$ cat config.mk
export PLATFORM = sky130hd
export DESIGN_NAME = idu
export DESIGN_NICKNAME = d
export VERILOG_FILES = /design/src/rtl/rv_isa_pkg.sv /design/src/rtl/core_cfg_pkg.sv /design/src/rtl/idu.sv
export SDC_FILE = /design/constraint.sdc
export NUM_CORES = 1
export LEC_CHECK = 0
export BUFFER_PORTS_ARGS = -buffer_cell sky130_fd_sc_hd__buf_2
export CORE_ASPECT_RATIO = 0.5
export CORE_MARGIN = 2
export CORE_UTILIZATION = 40
export DETAILED_ROUTE_END_ITERATION = 10
export GPL_ROUTABILITY_DRIVEN = 0
export PLACE_DENSITY = 0.82
export SYNTH_ARGS = -nofsm -noshare
export SYNTH_HDL_FRONTEND = slang
export SYNTH_SLANG_ARGS = --single-unit
$ cat constraint.sdc
create_clock -name vclk -period 4.2
set_clock_uncertainty 0.2 [all_clocks]
set_input_delay 0.84 -clock vclk [all_inputs]
set_output_delay 0.84 -clock vclk [all_outputs]
set_load 0.01 [all_outputs]
$ cat src/rtl/rv_isa_pkg.sv
package rv_isa_pkg;

  // supported instructions; inst_invalid marks anything the decoder rejects
  typedef enum logic [5:0] {
    inst_invalid,
    inst_lui, inst_auipc, inst_jal, inst_jalr,
    inst_beq, inst_bne, inst_blt, inst_bge, inst_bltu, inst_bgeu,
    inst_lb, inst_lh, inst_lw, inst_ld, inst_lbu, inst_lhu, inst_lwu,
    inst_sb, inst_sh, inst_sw, inst_sd,
    inst_addi, inst_slti, inst_sltiu, inst_xori, inst_ori, inst_andi,
    inst_slli, inst_srli, inst_srai,
    inst_addiw, inst_slliw, inst_srliw, inst_sraiw,
    inst_add, inst_sub, inst_sll, inst_slt, inst_sltu,
    inst_xor, inst_srl, inst_sra, inst_or, inst_and,
    inst_addw, inst_subw, inst_sllw, inst_srlw, inst_sraw,
    inst_ebreak
  } inst_e;

  // major opcodes
  localparam logic [6:0] op_lui    = 7'b0110111;
  localparam logic [6:0] op_auipc  = 7'b0010111;
  localparam logic [6:0] op_jal    = 7'b1101111;
  localparam logic [6:0] op_jalr   = 7'b1100111;
  localparam logic [6:0] op_branch = 7'b1100011;
  localparam logic [6:0] op_load   = 7'b0000011;
  localparam logic [6:0] op_store  = 7'b0100011;
  localparam logic [6:0] op_imm    = 7'b0010011;
  localparam logic [6:0] op_imm32  = 7'b0011011;
  localparam logic [6:0] op_reg    = 7'b0110011;
  localparam logic [6:0] op_reg32  = 7'b0111011;
  localparam logic [6:0] op_system = 7'b1110011;

  // funct3 for alu ops
  localparam logic [2:0] f3_add  = 3'b000;
  localparam logic [2:0] f3_sll  = 3'b001;
  localparam logic [2:0] f3_slt  = 3'b010;
  localparam logic [2:0] f3_sltu = 3'b011;
  localparam logic [2:0] f3_xor  = 3'b100;
  localparam logic [2:0] f3_srl  = 3'b101;
  localparam logic [2:0] f3_or   = 3'b110;
  localparam logic [2:0] f3_and  = 3'b111;

  // funct3 for branches
  localparam logic [2:0] f3_beq  = 3'b000;
  localparam logic [2:0] f3_bne  = 3'b001;
  localparam logic [2:0] f3_blt  = 3'b100;
  localparam logic [2:0] f3_bge  = 3'b101;
  localparam logic [2:0] f3_bltu = 3'b110;
  localparam logic [2:0] f3_bgeu = 3'b111;

  // funct3 access widths for loads and stores
  localparam logic [2:0] f3_b  = 3'b000;
  localparam logic [2:0] f3_h  = 3'b001;
  localparam logic [2:0] f3_w  = 3'b010;
  localparam logic [2:0] f3_d  = 3'b011;
  localparam logic [2:0] f3_bu = 3'b100;
  localparam logic [2:0] f3_hu = 3'b101;
  localparam logic [2:0] f3_wu = 3'b110;

  localparam logic [6:0] f7_base = 7'b0000000;
  localparam logic [6:0] f7_alt  = 7'b0100000;

  localparam logic [31:0] ebreak_word = 32'h00100073;

endpackage

$ cat src/rtl/core_cfg_pkg.sv
package core_cfg_pkg;

  // decoder output, one per instruction
  typedef struct packed {
    rv_isa_pkg::inst_e op;
    logic [4:0]        rs1;
    logic [4:0]        rs2;
    logic [4:0]        rd;
    logic [63:0]       imm;
    logic              rd_we;
  } decoded_t;

  // data memory request
  // wmask and wdata are already placed on the doubleword lanes
  typedef struct packed {
    logic [63:0] addr;
    logic        we;
    logic [7:0]  wmask;
    logic [63:0] wdata;
  } mem_req_t;

  // one retired instruction
  typedef struct packed {
    logic [63:0] pc;
    logic [4:0]  rd;
    logic        rd_we;
    logic [63:0] wdata;
  } retire_t;

endpackage

$ cat src/rtl/idu.sv
`timescale 1ns/1ns

module idu (
  input  logic [31:0]           inst,
  output core_cfg_pkg::decoded_t dec
);
  import rv_isa_pkg::*;

  logic [6:0]  opcode;
  logic [2:0]  f3;
  logic [6:0]  f7;
  logic [63:0] imm_i;
  logic [63:0] imm_s;
  logic [63:0] imm_b;
  logic [63:0] imm_u;
  logic [63:0] imm_j;
  inst_e       op;
  logic [63:0] imm;
  logic        writes_rd;

  assign opcode = inst[6:0];
  assign f3     = inst[14:12];
  assign f7     = inst[31:25];

  assign imm_i = {{52{inst[31]}}, inst[31:20]};
  assign imm_s = {{52{inst[31]}}, inst[31:25], inst[11:7]};
  assign imm_b = {{52{inst[31]}}, inst[7], inst[30:25], inst[11:8], 1'b0};
  assign imm_u = {{32{inst[31]}}, inst[31:12], 12'h000};
  assign imm_j = {{44{inst[31]}}, inst[19:12], inst[20], inst[30:21], 1'b0};

  always_comb begin
    op        = inst_invalid;
    imm       = imm_i;
    writes_rd = 1'b1;
    unique case (opcode)
      op_lui:   begin op = inst_lui;   imm = imm_u; end
      op_auipc: begin op = inst_auipc; imm = imm_u; end
      op_jal:   begin op = inst_jal;   imm = imm_j; end
      op_jalr:  op = (f3 == 3'b000) ? inst_jalr : inst_invalid;
      op_branch: begin
        imm       = imm_b;
        writes_rd = 1'b0;
        unique case (f3)
          f3_beq:  op = inst_beq;
          f3_bne:  op = inst_bne;
          f3_blt:  op = inst_blt;
          f3_bge:  op = inst_bge;
          f3_bltu: op = inst_bltu;
          f3_bgeu: op = inst_bgeu;
          default: op = inst_invalid;
        endcase
      end
      op_load: begin
        unique case (f3)
          f3_b:    op = inst_lb;
          f3_h:    op = inst_lh;
          f3_w:    op = inst_lw;
          f3_d:    op = inst_ld;
          f3_bu:   op = inst_lbu;
          f3_hu:   op = inst_lhu;
          f3_wu:   op = inst_lwu;
          default: op = inst_invalid;
        endcase
      end
      op_store: begin
        imm       = imm_s;
        writes_rd = 1'b0;
        unique case (f3)
          f3_b:    op = inst_sb;
          f3_h:    op = inst_sh;
          f3_w:    op = inst_sw;
          f3_d:    op = inst_sd;
          default: op = inst_invalid;
        endcase
      end
      op_imm: begin
        unique case (f3)
          f3_add:  op = inst_addi;
          f3_slt:  op = inst_slti;
          f3_sltu: op = inst_sltiu;
          f3_xor:  op = inst_xori;
          f3_or:   op = inst_ori;
          f3_and:  op = inst_andi;
          // rv64 shifts take a 6-bit shamt, so only funct6 is fixed
          f3_sll:  op = (f7[6:1] == f7_base[6:1]) ? inst_slli : inst_invalid;
          f3_srl: begin
            if (f7[6:1] == f7_base[6:1]) op = inst_srli;
            else if (f7[6:1] == f7_alt[6:1]) op = inst_srai;
          end
          default: op = inst_invalid;
        endcase
      end
      op_imm32: begin
        unique case ({f7, f3})
          {f7_base, f3_sll}: op = inst_slliw;
          {f7_base, f3_srl}: op = inst_srliw;
          {f7_alt, f3_srl}:  op = inst_sraiw;
          default:           op = (f3 == f3_add) ? inst_addiw : inst_invalid;
        endcase
      end
      op_reg: begin
        unique case ({f7, f3})
          {f7_base, f3_add}:  op = inst_add;
          {f7_alt, f3_add}:   op = inst_sub;
          {f7_base, f3_sll}:  op = inst_sll;
          {f7_base, f3_slt}:  op = inst_slt;
          {f7_base, f3_sltu}: op = inst_sltu;
          {f7_base, f3_xor}:  op = inst_xor;
          {f7_base, f3_srl}:  op = inst_srl;
          {f7_alt, f3_srl}:   op = inst_sra;
          {f7_base, f3_or}:   op = inst_or;
          {f7_base, f3_and}:  op = inst_and;
          default:            op = inst_invalid;
        endcase
      end
      op_reg32: begin
        unique case ({f7, f3})
          {f7_base, f3_add}: op = inst_addw;
          {f7_alt, f3_add}:  op = inst_subw;
          {f7_base, f3_sll}: op = inst_sllw;
          {f7_base, f3_srl}: op = inst_srlw;
          {f7_alt, f3_srl}:  op = inst_sraw;
          default:           op = inst_invalid;
        endcase
      end
      op_system: begin
        writes_rd = 1'b0;
        op        = (inst == ebreak_word) ? inst_ebreak : inst_invalid;
      end
      default: op = inst_invalid;
    endcase
  end

  always_comb begin
    dec.op    = op;
    dec.rs1   = inst[19:15];
    dec.rs2   = inst[24:20];
    dec.rd    = inst[11:7];
    dec.imm   = imm;
    // x0 writes are dropped here so retire records show no write
    dec.rd_we = writes_rd && (op != inst_invalid) && (inst[11:7] != 5'd0);
  end

endmodule

======== After elaboration in Yosys (flattened, before gate mapping) ========
Index checks and enable logic that the tools add are counted.
cells by class
  reduce and logical (&&, ||, !) cells .... 9
  multiplexer cells ....................... 16
  eq/ne operators ......................... 30
operators by type and width
  kind                                                   count
  one-hot mux 31 bit (4 select lines)                    1
  one-hot mux 6 bit (12 select lines)                    1
  one-hot mux 6 bit (10 select lines)                    1
  one-hot mux 6 bit (8 select lines)                     1
  equality test 10 x 3 -> 1 bit, second input constant   4
  one-hot mux 5 bit (7 select lines)                     1
  equality test 32 x 21 -> 1 bit, second input constant  1
  one-hot mux 6 bit (5 select lines)                     1
  equality test 7 x 6 -> 1 bit, second input constant    4
  equality test 7 bit, second input constant             4
  one-hot mux 4 bit (6 select lines)                     1
  equality test 7 x 5 -> 1 bit, second input constant    3
  equality test 10 x 2 -> 1 bit, second input constant   2
  equality test 10 x 9 -> 1 bit, second input constant   2
  two-way mux 5 bit                                      4
  one-hot mux 5 bit (4 select lines)                     1
  one-hot mux 6 bit (3 select lines)                     1
  equality test 3 bit, second input constant             4
  equality test 10 x 1 -> 1 bit, second input constant   1
  logical NOT 10 bit                                     1
  equality test 7 x 2 -> 1 bit, second input constant    1
  equality test 3 x 2 -> 1 bit, second input constant    2
  equality test 6 x 5 -> 1 bit, second input constant    1
  logical NOT 6 bit                                      1
  10 further kinds                                       11
storage, ports and cells
  output and inout port bits .............. 86
  bits in registers ....................... 0

======== Logic depth before layout (Yosys ltp) ========
Gate-level depths: netlist of run 1.
  word-level depth ........................ 8
  mapped depth ............................ 8
  mapped depth without buffers ............ 7

======== Least setup slack after synthesis of run 1 ========
Ideal clock, no wire load.
  kind .................................... input to output
  start ................................... input port inst[31]
  end ..................................... output port dec[0] (netlist name)
  cell stages on the path ................. 8
  arrival ................................. 2.448 ns
  required time ........................... 3.160 ns
  path buffers ............................ 1
  slack ................................... 0.712 ns
  path through ............................ or4_4 -> buf_6 -> nor3_4 -> nand2_2 -> o311ai_1 -> nor3_1 -> nand3_2 -> o31a_1
RTL lines
  what                line      source
  start: declaration  idu.sv:4  input logic [31:0] inst,
  end: declaration    idu.sv:5  output core_cfg_pkg::decoded_t dec

==> reports/results.txt, run 1 <==
Post-CTS Hold Fix Bufs -> 0
Initial core utilization -> 42.03%
Vias/cell -> 5.787
Core area -> 3924 um^2
Hold Vio Cnt, Final -> 0
Peak Freq -> 0.2521 GHz
Vias in the first global route -> 1752
Chip width -> 94.81 um
Setup TNS -> 0 ns
WL/cell -> 14.32 um
Finished Cell Area -> 1857 um^2
LEAKAGE -> 0.0009859 uW
RSZ-0062 raised after global routing -> false
Clk_buf instances -> 0
VDD IR max -> 0.00002896 V
Syn Std Cell Area -> 1649 um^2
CP Max Fanout -> 6
Total grt overflow -> 0
Crit Path Class -> in -> out
Synth top cells by count -> 48 x buf_4, 23 x nand2_1, 19 x a21o_1, 19 x nor2_1, 11 x a21oi_1
DR pass1 iterations -> 6
First-pass GRT wire length -> 8059 um
Yosys warns -> 0
Final period util -> 94.46%
Mapped Nets -> 281
Critical path arrival -> 2.93 ns
Top post-synthesis cells by area -> buf_4 22%, a21o_1 8.6%, nand2_1 5.2%
# diodes -> 0
Largest net degree at the start of global routing -> 35
Cell variety after synth -> 57
# setup viols final -> 0
Num sequential -> 0
CP Capture Point -> dec[0]
IO Count -> 118
Hold WC Path Type -> in -> out
Required @ worst endpoint -> 3.16 ns
Slew @ Worst Pin -> 0.7824 ns
Vias -> 2089
Relative slew slack -> 47.36%
Max cap viols -> 0
Hold path depth -> 2
Post-synthesis sequential area ratio -> 0%
Storage cell area -> 0 um^2
Antenna violations before repair -> 0
Net count, final -> 341
Final hold slack -> 1.696 ns
Post-layout min period -> 3.967 ns
CP endpoint kind -> output port
Layout cells sized above 1 -> 43.97%
Port bufs -> 118
Cell accounting for the most synthesized area -> buf_4
Die area -> 4683 um^2
PD cells -> 91.90 nW/um^2
Layout area overhead -> 12.59%
Max Slew Vio Count -> 0
GR Util All Layers -> 20.51%
Syn Inst Count -> 249
Status -> finished clean
Post-Route WL -> 5168 um
Cell with the most instances after synthesis -> buf_4
# rows -> 16
Hpwl dp -> 4094 um
Antenna-violating nets left -> 0
Iter 0 DRT Violations -> 205
DRC viols -> 0
Multi-input gate area -> 1157 um^2
Die Ht -> 49.40 um
Placed inst area -> 1857 um^2
Critical Path Start -> inst[31]
Synth top area share -> 21.85%
Post-CTS Setup Bufs -> 0
Fill count -> 397
Crit start category -> input port
Cells resized by post-CTS repair -> 0
Avg Cell Area, Syn -> 6.623 um^2
-- stage by stage --
stage	total power, uW	utilization, %	cells	setup WS [ns]
floorplan	127.4	-	249	0.7115
global placement	166.3	47.32	361	0.3656
detailed placement	168.7	47.32	361	0.2980
CTS	169.1	47.32	361	0.2866
global route	186.0	47.32	361	0.1306
finish	170.6	47.32	361	0.2327
-- worst max-delay path, cell delays in order --
cell      delay [ns]
buf_2           0.11
or4_4           0.59
nor4_1          0.62
nand4b_1        0.18
o311ai_1        0.11
nor3_1          0.13
nand3_2         0.09
o31a_1          0.13
buf_2           0.12
-- cell families after synthesis --
| kind of cell | after synthesis | synth area share, % |
|---|---|---|
| AOI/OAI and AO/OA | 67 | 30.12 |
| buffers and inverters | 68 | 29.82 |
| xor gates and xnor gates | 1 | 0.5312 |
| and+or+nand+nor | 111 | 38.32 |
| muxes | 2 | 1.214 |
-- report_power, final --
part	switching, uW	internal [uW]	leakage (uW)
logic	103	67.7	0.000986
registers	0	0	0
clock network	0	0	0
total	103	67.7	0.000986
-- how the worst min path moves through the flow --
stage                         from      end  slack [ns]
final                     inst[19]  dec[79]        1.70
after global routing      inst[18]  dec[78]        1.70
after CTS                 inst[19]  dec[79]        1.70
after detailed placement  inst[19]  dec[79]        1.70
after global placement    inst[18]  dec[78]        1.70
after floorplan           inst[31]  dec[32]        1.57
-- layer usage --
| layer | track usage (%) | vias up | wire (um) |
|---|---|---|---|
| li1 | - | 987 | - |
| met1 | 24.95 | 942 | 1982 |
| met2 | 37.83 | 148 | 2536 |
| met3 | 3.709 | 12 | 599 |
| met4 | 3.865 | 0 | 50 |
| met5 | 0 | - | 0 |
-- layout by cell type, fill, tap and decap left out, drive strengths merged, types with 2 or more instances in the layout --
master   count
a21oi       11
o22ai        2
nand4b       3
or3          2
and2b        2
o41ai        2
o31ai        2
o2111ai      3
inv          4
nand2       24
nand2b       6
nor2        19
nor4         8
and2         8
nor4bb       2
o21ai        9
a31oi        3
nor2b        5
o311ai       2
nor3        11
nand3       12
a32oi        2
o31a         4
nand4        3
buf        121
a21o        19
mux2i        2
-- cell type report --
class                      count  area share [%]
timing repair buffer         121           33.02
inverter                       5           1.011
multi-input combinational    181           62.33
tap                           54           3.639
(Power assumes the default switching activity.)
==> inputs of run 2 (changes only) <==
--- a/config.mk
+++ b/config.mk
@@ -6,12 +6,14 @@
 export NUM_CORES = 1
 export LEC_CHECK = 0
 export BUFFER_PORTS_ARGS = -buffer_cell sky130_fd_sc_hd__buf_2
+export CAP_MARGIN = 40
 export CORE_ASPECT_RATIO = 0.5
 export CORE_MARGIN = 2
 export CORE_UTILIZATION = 40
 export DETAILED_ROUTE_END_ITERATION = 10
 export GPL_ROUTABILITY_DRIVEN = 0
-export PLACE_DENSITY = 0.82
+export PLACE_DENSITY = 0.89
+export SETUP_SLACK_MARGIN = 0.5
 export SYNTH_ARGS = -nofsm -noshare
 export SYNTH_HDL_FRONTEND = slang
 export SYNTH_SLANG_ARGS = --single-unit
==> reports/results.txt, run 2 (same netlist as run 1, synthesis figures left out) <==
P_sw -> 113.9 uW (+11%)
Hold Startpoint -> inst[9]
Placed inst area -> 1857 um^2 (unchanged)
Internal power -> 75.75 uW (+12%)
Pwr Total -> 189.6 uW (+11%)
Relative slew slack -> 48.28% (+0.93 points)
Layout cells sized above 1 -> 50.32% (+6.3 points)
Most frequent cells in the layout -> 112 x buf_2, 23 x nand2_1, 19 x a21o_1
Layout area overhead -> 25.11%
Peak Freq -> 0.2678 GHz (+6.2%)
Clk_buf instances -> 0 (unchanged)
Vias -> 2247 (+7.6%)
Status -> finished clean
Finished Cell Area -> 2063 um^2 (+11%)
Max cap viols -> 0 (unchanged)
LEAKAGE -> 0.001067 uW (+8.2%)
Iter 0 DRT Violations -> 431 (+110%)
Antenna violations before repair -> 0 (unchanged)
Final hold slack -> 1.698 ns (+0.002410 ns)
Hold WC Path Type -> in -> out
Vias/cell -> 6.073 (+4.9%)
Vias in the first global route -> 1784 (+1.8%)
Initial core utilization -> 42.03% (unchanged)
Antenna-violating nets left -> 0 (unchanged)
# setup viols final -> 0 (unchanged)
Sw Ratio -> 60.05% (-0.27 points)
Hold Vio Cnt, Final -> 0 (unchanged)
# rows -> 16 (unchanged)
Storage cell area -> 0 um^2 (unchanged)
Critical path arrival -> 2.69 ns (-0.24 ns)
Fin util -> 52.58% (+5.3 points)
Final period util -> 88.92% (-5.5 points)
First-pass GRT wire length -> 8769 um (+8.8%)
RSZ-0062 raised after global routing -> true
Commonest non-fill, non-tap cell in the layout -> buf_2
DR pass1 iterations -> 6 (unchanged)
Net count, final -> 350 (+2.6%)
Sequential share of power -> 0% (unchanged)
Chip width -> 94.81 um (unchanged)
Setup TNS -> 0 ns (unchanged)
Total grt overflow -> 0 (unchanged)
Port bufs -> 118 (unchanged)
Hpwl dp -> 4128 um (+0.83%)
CP endpoint kind -> output port
GR Util All Layers -> 22.74% (+2.2 points)
VDD IR max -> 0.00003249 V (+12%)
Crit Path Class -> in -> out
Core area -> 3924 um^2 (unchanged)
Num sequential -> 0 (unchanged)
WL/cell -> 16.71 um (+17%)
Largest net degree at the start of global routing -> 35 (unchanged)
Die area -> 4683 um^2 (unchanged)
Combinational share of power -> 100.0% (about the same)
PD cells -> 91.90 nW/um^2 (about the same)
Post-Route WL -> 6184 um (+20%)
Crit start category -> input port
Critical Path Start -> inst[3]
Max Slew Vio Count -> 0 (unchanged)
Post-layout min period -> 3.734 ns (-0.2329 ns)
Die Ht -> 49.40 um (unchanged)
IO Count -> 118 (unchanged)
# diodes -> 0 (unchanged)
DRC viols -> 0 (unchanged)
Required @ worst endpoint -> 3.16 ns (about the same)
CP Max Fanout -> 11 (+5)
Slew @ Worst Pin -> 0.7729 ns (-0.009542 ns)
Clk network pwr share -> 0% (unchanged)
## run 2: cell count changes in the layout (fill, tap and decap cells not counted), moves of 2 or more
cell / delta
nor2b_1: -3
nor4_1: -4
buf_6: +5
buf_4: +9
nor2b_4: +2
buf_2: -6
nor4_2: +3
## run 2: what timing repair did
item,in CTS,in global routing
hold buffers,0,0
resized for setup,16,16
buffers inserted,8,1
endpoints found under the setup margin,1,10
pin swaps,5,2
## run 2: power by group through the flow
stage	clock network, uW	logic [uW]	registers [uW]
after floorplan	0	127	0
after global placement	0	168	0
after detailed placement	0	170	0
after CTS	0	177	0
after global routing	0	202	0
final	0	190	0
## run 2: path summary, 6_finish.rpt
path | endpoint | slack (ns) | cells after the start
hold / removal | dec[67] | 1.70 | 2
setup / recovery | dec[0] | 0.47 | 9
## run 2: through the flow
step | cells | setup WS (ns)
detailed placement | 361 | 0.3800
CTS | 369 | 0.4751
global placement | 361 | 0.3905
global route | 370 | 0.3681
floorplan | 249 | 0.7115
finish | 370 | 0.4655
## run 2: final cells by class
class                      count  area [um^2]
multi-input combinational    181         1260
tap                           54        67.56
timing repair buffer         130        714.4
fill                         381         1861
inverter                       5        21.27
## run 2: per-layer routing
metal / up-vias / global-route usage [%] / part of all wire (%)
met5: - / 0 / 0
met4: 0 / 3.382 / 3.8
met3: 37 / 2.318 / 12
met2: 204 / 41.96 / 47
met1: 1009 / 29.06 / 36
li1: 997 / - / -
## run 2: worst max-delay path, cell delays in order
cell and delay, ns:
buf_2 0.21, or2b_2 0.37, nor4_2 0.44, a41oi_1 0.09, o31a_2 0.34, nand3_2 0.07, or3_1 0.10, o31a_1 0.12
buf_2 0.12
